[config.mk]
export PLATFORM = sky130hd
export DESIGN_NAME = lcd_text_driver
export DESIGN_NICKNAME = d
export VERILOG_FILES = /design/src/lcd_timing_pkg.sv /design/src/lcd_cmd_pkg.sv /design/src/lcd_tick_gen.sv /design/src/lcd_nibble_writer.sv /design/src/lcd_frame_sequencer.sv /design/src/lcd_text_driver.sv
export SDC_FILE = /design/constraint.sdc
export NUM_CORES = 1
export LEC_CHECK = 0
export ABC_AREA = 1
export BUFFER_PORTS_ARGS = -buffer_cell sky130_fd_sc_hd__buf_2
export CORE_MARGIN = 4
export CORE_UTILIZATION = 50
export DETAILED_ROUTE_END_ITERATION = 10
export PLACE_DENSITY = 0.73
export SETUP_SLACK_MARGIN = 0.3
export SYNTH_ARGS = -nofsm -noshare
export SYNTH_HDL_FRONTEND = slang
export SYNTH_HIERARCHICAL = 1
export SYNTH_SLANG_ARGS = --single-unit
[constraint.sdc]
create_clock -name clk -period 40.7 [get_ports clk]
set_input_delay 6.105 -clock clk [delete_from_list [all_inputs] [get_ports clk]]
set_output_delay 6.105 -clock clk [all_outputs]
set_load 0.005 [all_outputs]
[src/lcd_timing_pkg.sv]
`default_nettype none

package lcd_timing_pkg;

	////////////////////
	// Tick timing
	////////////////////

	// Width of the divider count, enough for the default period
	typedef logic [19:0] tick_cnt_t;

	// Clocks per bus phase, about 10 ms at 100 MHz
	localparam tick_cnt_t TICK_CYCLES = 20'd1_000_000;

endpackage

`default_nettype wire

[src/lcd_cmd_pkg.sv]
`default_nettype none

package lcd_cmd_pkg;

	////////////////////
	// Display geometry
	////////////////////

	localparam int LINE_CHARS = 16;
	localparam int WAKE_NIBBLES = 4;
	localparam int CONFIG_BYTES = 5;

	////////////////////
	// Data types
	////////////////////

	// 4-bit bus value
	typedef logic [3:0] nibble_t;

	// Character or command byte
	typedef logic [7:0] char_t;

	// One line of text, first character in the top byte
	typedef logic [8 * LINE_CHARS - 1:0] line_t;

	// Nibble position inside one part of the frame
	typedef logic [$clog2(2 * LINE_CHARS) - 1:0] step_t;

	// Character position inside a line
	typedef logic [$clog2(LINE_CHARS) - 1:0] char_idx_t;

	// Last nibble position of each part
	localparam step_t WAKE_LAST_STEP = step_t'(WAKE_NIBBLES - 1);
	localparam step_t CONFIG_LAST_STEP = step_t'(2 * CONFIG_BYTES - 1);
	localparam step_t ADDR_LAST_STEP = step_t'(1);
	localparam step_t TEXT_LAST_STEP = step_t'(2 * LINE_CHARS - 1);

	////////////////////
	// Bus codes
	////////////////////

	// Wake-up sequence is three 3h then 2h to enter 4-bit mode
	localparam nibble_t WAKE_NIBBLE = 4'h3;
	localparam nibble_t BUS4_NIBBLE = 4'h2;

	// 4-bit bus, two lines, 5x8 font
	localparam char_t CMD_FUNCTION_SET = 8'h28;
	// Increment, no shift
	localparam char_t CMD_ENTRY_MODE = 8'h06;
	// Display on, cursor off
	localparam char_t CMD_DISPLAY_ON = 8'h0C;
	localparam char_t CMD_CLEAR = 8'h01;
	localparam char_t CMD_LINE1_ADDR = 8'h80;
	localparam char_t CMD_LINE2_ADDR = 8'hC0;

endpackage

`default_nettype wire

[src/lcd_tick_gen.sv]
`timescale 1ns/1ns
`default_nettype none

module lcd_tick_gen (
	input logic clk,
	input logic arst_n,
	input lcd_timing_pkg::tick_cnt_t tick_cycles,
	output logic tick
);

	lcd_timing_pkg::tick_cnt_t cnt;
	logic at_end;

	// Also wraps if the period is lowered while counting
	assign at_end = (cnt >= tick_cycles - 1'b1);

	always_ff @(posedge clk or negedge arst_n) begin
		if (!arst_n) begin
			cnt <= '0;
			tick <= 1'b0;
		end else begin
			tick <= at_end;
			if (at_end) begin
				cnt <= '0;
			end else begin
				cnt <= cnt + 1'b1;
			end
		end
	end

endmodule

`default_nettype wire

[src/lcd_nibble_writer.sv]
`timescale 1ns/1ns
`default_nettype none

module lcd_nibble_writer (
	input logic clk,
	input logic arst_n,
	input logic tick,
	input logic nib_valid,
	input lcd_cmd_pkg::nibble_t nib_data,
	input logic nib_rs,
	output logic busy,
	output logic lcd_rs,
	output lcd_cmd_pkg::nibble_t lcd_db,
	output logic lcd_e
);

	// Each state names the phase that the next tick starts
	typedef enum logic [1:0] {
		st_idle,
		st_setup,
		st_strobe_high,
		st_strobe_low
	} state_t;

	state_t state;
	lcd_cmd_pkg::nibble_t data_q;
	logic rs_q;

	assign busy = (state != st_idle);

	////////////////////
	// Accepted nibble
	////////////////////

	always_ff @(posedge clk) begin
		if (state == st_idle && nib_valid) begin
			data_q <= nib_data;
			rs_q <= nib_rs;
		end
	end

	////////////////////
	// Phase FSM
	////////////////////

	always_ff @(posedge clk or negedge arst_n) begin
		if (!arst_n) begin
			state <= st_idle;
			lcd_rs <= 1'b0;
			lcd_db <= '0;
			lcd_e <= 1'b0;
		end else begin
			case (state)
				st_idle: begin
					if (nib_valid) begin
						state <= st_setup;
					end
				end
				st_setup: begin
					// Bus settles with E low
					if (tick) begin
						lcd_rs <= rs_q;
						lcd_db <= data_q;
						state <= st_strobe_high;
					end
				end
				st_strobe_high: begin
					if (tick) begin
						lcd_e <= 1'b1;
						state <= st_strobe_low;
					end
				end
				st_strobe_low: begin
					// LCD latches here, bus held until the next setup
					if (tick) begin
						lcd_e <= 1'b0;
						state <= st_idle;
					end
				end
				default: begin
					state <= st_idle;
				end
			endcase
		end
	end

endmodule

`default_nettype wire

[src/lcd_frame_sequencer.sv]
`timescale 1ns/1ns
`default_nettype none

module lcd_frame_sequencer (
	input logic clk,
	input logic arst_n,
	input lcd_cmd_pkg::line_t line1,
	input lcd_cmd_pkg::line_t line2,
	input logic busy,
	output logic nib_valid,
	output lcd_cmd_pkg::nibble_t nib_data,
	output logic nib_rs
);

	typedef enum logic [2:0] {
		st_wake,
		st_config,
		st_text1,
		st_addr2,
		st_text2
	} state_t;

	state_t state;
	state_t state_nxt;
	lcd_cmd_pkg::step_t step;
	lcd_cmd_pkg::step_t step_nxt;
	lcd_cmd_pkg::line_t line1_q;
	lcd_cmd_pkg::line_t line2_q;
	lcd_cmd_pkg::char_t cur_byte;
	lcd_cmd_pkg::nibble_t sel_nib;
	logic sel_rs;
	logic last_step;
	logic issue;
	logic frame_start;

	function automatic lcd_cmd_pkg::char_t char_at(
		input lcd_cmd_pkg::line_t text,
		input lcd_cmd_pkg::char_idx_t idx
	);
		return text[(lcd_cmd_pkg::LINE_CHARS - 1 - idx) * 8 +: 8];
	endfunction

	// Init commands in the order they go out
	function automatic lcd_cmd_pkg::char_t config_byte(input logic [2:0] idx);
		case (idx)
			3'd0: return lcd_cmd_pkg::CMD_FUNCTION_SET;
			3'd1: return lcd_cmd_pkg::CMD_ENTRY_MODE;
			3'd2: return lcd_cmd_pkg::CMD_DISPLAY_ON;
			3'd3: return lcd_cmd_pkg::CMD_CLEAR;
			default: return lcd_cmd_pkg::CMD_LINE1_ADDR;
		endcase
	endfunction

	// One nibble in flight, the next waits for the writer to go idle
	assign issue = !busy && !nib_valid;
	assign frame_start = (state == st_wake) && (step == '0);

	////////////////////
	// Nibble select
	////////////////////

	always_comb begin
		cur_byte = lcd_cmd_pkg::CMD_LINE2_ADDR;
		sel_rs = 1'b0;
		last_step = 1'b0;
		case (state)
			st_wake: begin
				last_step = (step == lcd_cmd_pkg::WAKE_LAST_STEP);
			end
			st_config: begin
				cur_byte = config_byte(step[3:1]);
				last_step = (step == lcd_cmd_pkg::CONFIG_LAST_STEP);
			end
			st_text1: begin
				cur_byte = char_at(line1_q, lcd_cmd_pkg::char_idx_t'(step >> 1));
				sel_rs = 1'b1;
				last_step = (step == lcd_cmd_pkg::TEXT_LAST_STEP);
			end
			st_addr2: begin
				last_step = (step == lcd_cmd_pkg::ADDR_LAST_STEP);
			end
			st_text2: begin
				cur_byte = char_at(line2_q, lcd_cmd_pkg::char_idx_t'(step >> 1));
				sel_rs = 1'b1;
				last_step = (step == lcd_cmd_pkg::TEXT_LAST_STEP);
			end
			default: begin
				last_step = 1'b1;
			end
		endcase

		// High nibble on even steps
		if (state == st_wake) begin
			sel_nib = last_step ? lcd_cmd_pkg::BUS4_NIBBLE : lcd_cmd_pkg::WAKE_NIBBLE;
		end else begin
			sel_nib = step[0] ? cur_byte[3:0] : cur_byte[7:4];
		end
	end

	////////////////////
	// Next position
	////////////////////

	always_comb begin
		state_nxt = state;
		step_nxt = step + 1'b1;
		if (last_step) begin
			step_nxt = '0;
			case (state)
				st_wake: state_nxt = st_config;
				st_config: state_nxt = st_text1;
				st_text1: state_nxt = st_addr2;
				st_addr2: state_nxt = st_text2;
				default: state_nxt = st_wake;
			endcase
		end
	end

	always_ff @(posedge clk or negedge arst_n) begin
		if (!arst_n) begin
			state <= st_wake;
			step <= '0;
			nib_valid <= 1'b0;
			nib_data <= '0;
			nib_rs <= 1'b0;
		end else begin
			nib_valid <= issue;
			if (issue) begin
				nib_data <= sel_nib;
				nib_rs <= sel_rs;
				state <= state_nxt;
				step <= step_nxt;
			end
		end
	end

	// Text frozen for the whole frame
	always_ff @(posedge clk) begin
		if (issue && frame_start) begin
			line1_q <= line1;
			line2_q <= line2;
		end
	end

endmodule

`default_nettype wire

[src/lcd_text_driver.sv]
`timescale 1ns/1ns
`default_nettype none

module lcd_text_driver #(
	parameter lcd_timing_pkg::tick_cnt_t tick_cycles = lcd_timing_pkg::TICK_CYCLES
) (
	input logic clk,
	input logic arst_n,
	input lcd_cmd_pkg::line_t line1,
	input lcd_cmd_pkg::line_t line2,
	output logic lcd_rs,
	output logic lcd_rw,
	output logic lcd_e,
	output lcd_cmd_pkg::nibble_t lcd_db
);

	logic tick;
	logic nib_valid;
	lcd_cmd_pkg::nibble_t nib_data;
	logic nib_rs;
	logic busy;

	// Write only
	assign lcd_rw = 1'b0;

	////////////////////
	// Phase timing
	////////////////////

	lcd_tick_gen u_tick (
		.clk(clk),
		.arst_n(arst_n),
		.tick_cycles(tick_cycles),
		.tick(tick)
	);

	////////////////////
	// Frame content
	////////////////////

	lcd_frame_sequencer u_seq (
		.clk(clk),
		.arst_n(arst_n),
		.line1(line1),
		.line2(line2),
		.busy(busy),
		.nib_valid(nib_valid),
		.nib_data(nib_data),
		.nib_rs(nib_rs)
	);

	////////////////////
	// Bus cycles
	////////////////////

	lcd_nibble_writer u_writer (
		.clk(clk),
		.arst_n(arst_n),
		.tick(tick),
		.nib_valid(nib_valid),
		.nib_data(nib_data),
		.nib_rs(nib_rs),
		.busy(busy),
		.lcd_rs(lcd_rs),
		.lcd_db(lcd_db),
		.lcd_e(lcd_e)
	);

endmodule

`default_nettype wire

==> run_results.csv <==
group,metric,value,unit
outcome,status,"finished clean",
yosys,synthCells,1228,
sta,fin_crit_sh,17.64,%
clock_network,cts_buffers,31,
clock_network,cts_tree,"yes",
floorplan,coreArea,26880,um^2
critical_path,critPathMaxFanout,2,
critical_path,required,34.59,ns
sta,finalSetupViolCount,0,
drt,drc,0,
layout,final_layout_size_suffix_gt1_share,23.36,%
layout,syn2layout_area_growth,19.64,%
sta,fmax,139.3,MHz
pwr,cellPowerDensity,57.66,nW/um^2
global_route,grt_pass1_wl,52.32,mm
yosys,synth_edf_count,261,
drt,ant_nets,0,
global_route,antenna_found_initial,9,
clock_network,clk_latency,0.57,ns
critical_path,cp_slowest_cell,"dfrtp_1",
sta,relSlewSlack,15.96,%
critical_path,cp_num_buf_inv,1,
clock_network,clk_pin_slew,0.06,ns
sta,worst_pin_slew,1.261,ns
critical_path,path_cells,"buf_2",
floorplan,die-area,29880,um^2
global_route,grt_pass1_vias,9959,
yosys,synthFlopType,"edfxtp_1",
critical_path,worstSetupEndpointType,"output pin",
min_path,hold_class,"flop to flop",
clock_network,ctsLongestPathBuffers,3,
sta,finalHoldViolCount,0,
sta,period_minus_slack,7.178,ns
yosys,synth_seq_area_share,65.60,%
drt,firstDrtPassIters,5,
sta,rsz0062_at_grt,"no",
yosys,synth_area,13590,um^2
critical_path,max_stage_delay,0.38,ns
drt,drt-total-wl,33.41,mm
floorplan,rows,60,
place,dpl.hpwl,23.06,mm
clock_network,clockRootBuffer,"clkbuf_16",
pwr,power_leakage,0.007024,uW
sta,skew,0.01520,ns
critical_path,critPathKind,"flop to output pin",
floorplan,ios,265,
critical_path,rrSetupSlack,37.47,ns
layout,fin_cells,1917,
global_route,grt-ovfl-total,0,
clock_network,cts_htree_levels,1,
clock_network,clock-sinks,304,
yosys,yosysWarnings,6,
place,io_buffers,263,
pwr,irDropWorstVdd,0.04601,mV
critical_path,start_kind,"flop",
global_route,grt_usage,22.02,%
floorplan,die_y,172.8,um
floorplan,start_util,50.55,%
yosys,async_flop_share,14.14,%
yosys,synth-seq-cells,304,
layout,final_cell_area,16260,um^2
sta,fin_tns_setup,0,ns
drt,num_vias,9774,
floorplan,die_w,172.8,um
drt,routed_via_density,5.099,
place,dpl-instance-area,15300,um^2
yosys,synth_cell_types,45,
run,maxCapViolCount,0,
global_route,grt_max_degree,213,
place,gp_congestion,0.8563,
sta,drv_slew,0,
clock_network,cts_hold_buf,0,
critical_path,critPathTopFamily,"flip-flops",
clock_network,postCtsSetupRepairBufs,0,
layout,layout.nets,1833,
drt,wl_per_cell,17.43,um
yosys,postSynthAreaPerCell,11.06,um^2
place,dp_cells,1854,
clock_network,cts-resized-gates,0,
critical_path,cp_data_arrival_time,1.07,ns
drt,drtIter0Drc,645,
final cells by class:
cell class / instances / area (um^2)
fillers: 2207 / 10620
flip-flops and latches: 304 / 8914
multi-input cells: 829 / 4154
repair buffers: 269 / 1374
clock buffers: 42 / 848.3
inverters: 111 / 432.9
well taps: 341 / 426.7
clock inverters: 16 / 93.84
diodes: 5 / 12.51
synth_stat cells (all sizes together), types with 14 or more instances:
cell type | instances | area, um^2
edfxtp | 261 | 7838
nand2 | 255 | 1025
nor2 | 209 | 832.0
inv | 110 | 415.4
nand3 | 82 | 415.4
o22ai | 51 | 331.6
o21ai | 50 | 269.0
dfrtp | 43 | 1076
buf | 37 | 289.0
ha | 29 | 362.9
a21oi | 17 | 85.08
xor2 | 16 | 140.1
or2 | 14 | 87.58
through the flow:
step,hold WS (ns),setup slack [ns],util [%],total power [uW]
4_1_cts,0.4670,33.49,60.44,942.1
5_1_grt,0.4804,33.47,60.48,993.9
3_3_place_gp,0.4440,33.78,56.93,673.6
6_report,0.4594,33.52,60.48,937.3
2_1_floorplan,0.4249,21.13,-,621.9
3_5_place_dp,0.4512,33.73,56.93,679.1
cells in the final DEF (no fill, tap or decap), types with 5 or more instances in the layout:
master	Yosys	final
nand4_1	5	5
nand2_1	240	240
dfrtp_1	43	43
nor2_1	200	200
nor2_4	5	5
nand2_2	9	9
xnor2_1	13	13
o21ai_0	35	35
o2111ai_1	7	7
nand3_1	81	81
a21oi_1	17	17
ha_1	29	29
clkinv_2	0	7
diode_2	0	5
xor2_1	16	16
o21ai_1	12	12
edfxtp_1	261	261
buf_2	15	263
inv_2	8	8
conb_1	2	58
clkbuf_16	0	32
o22ai_1	49	49
nor3_1	8	7
nand2_4	6	6
clkbuf_1	2	9
inv_1	101	101
or2_2	9	9
buf_4	9	5
clkinv_1	0	6
metal layers:
metal	vias up	track usage (%)	wire, um
met4	8	6.352	984
met2	384	39.05	16780
met5	-	0	60
li1	4779	-	-
met1	4535	27.46	13070
met3	68	4.569	2510
worst paths after layout:
check | start | endpoint | depth (start not counted)
worst max-delay path | u_writer/lcd_db[2] | lcd_db[2] | 1
worst min-delay path | u_seq/nib_data[3] | u_writer/data_q[3] | 0
worst max register to register | u_writer/state[0] | u_seq/line2_q[43] | 7
worst min register to register | u_seq/nib_data[3] | u_writer/data_q[3] | 0
max in group asynchronous | arst_n | u_seq/nib_rs | 1
min in group asynchronous | arst_n | u_writer/lcd_e | 1
state kept, by name, summed over array words and instances, names as in the netlist, 2 cells and up:
signal	cells
u_seq/step	5
u_seq/state	3
u_tick/cnt	20
u_writer/lcd_db	4
u_seq/line1_q	128
u_writer/data_q	4
u_writer/state	2
u_seq/nib_data	4
u_seq/line2_q	128
report_power, final:
part / leakage [uW] / internal [uW] / switching [uW] / total (uW)
Combinational: 0.00363 / 82.5 / 184 / 266
Clock: 0.000463 / 146 / 117 / 263
Sequential: 0.00293 / 386 / 21.7 / 408
logic make-up (layout without fill, tap and decap cells):
logic type / count (synthesis) / in the layout / synth area share [%]
AND/OR/NAND/NOR: 578 / 578 / 18.27
flip-flops: 304 / 304 / 65.60
buffers and inverters: 151 / 438 / 5.406
AO/OA/AOI/OAI: 135 / 135 / 6.124
adder cells (fa/ha/maj): 29 / 29 / 2.671
XOR/XNOR: 29 / 29 / 1.869
other: 2 / 63 / 0.05527
Power figures use the tool's default switching activity.
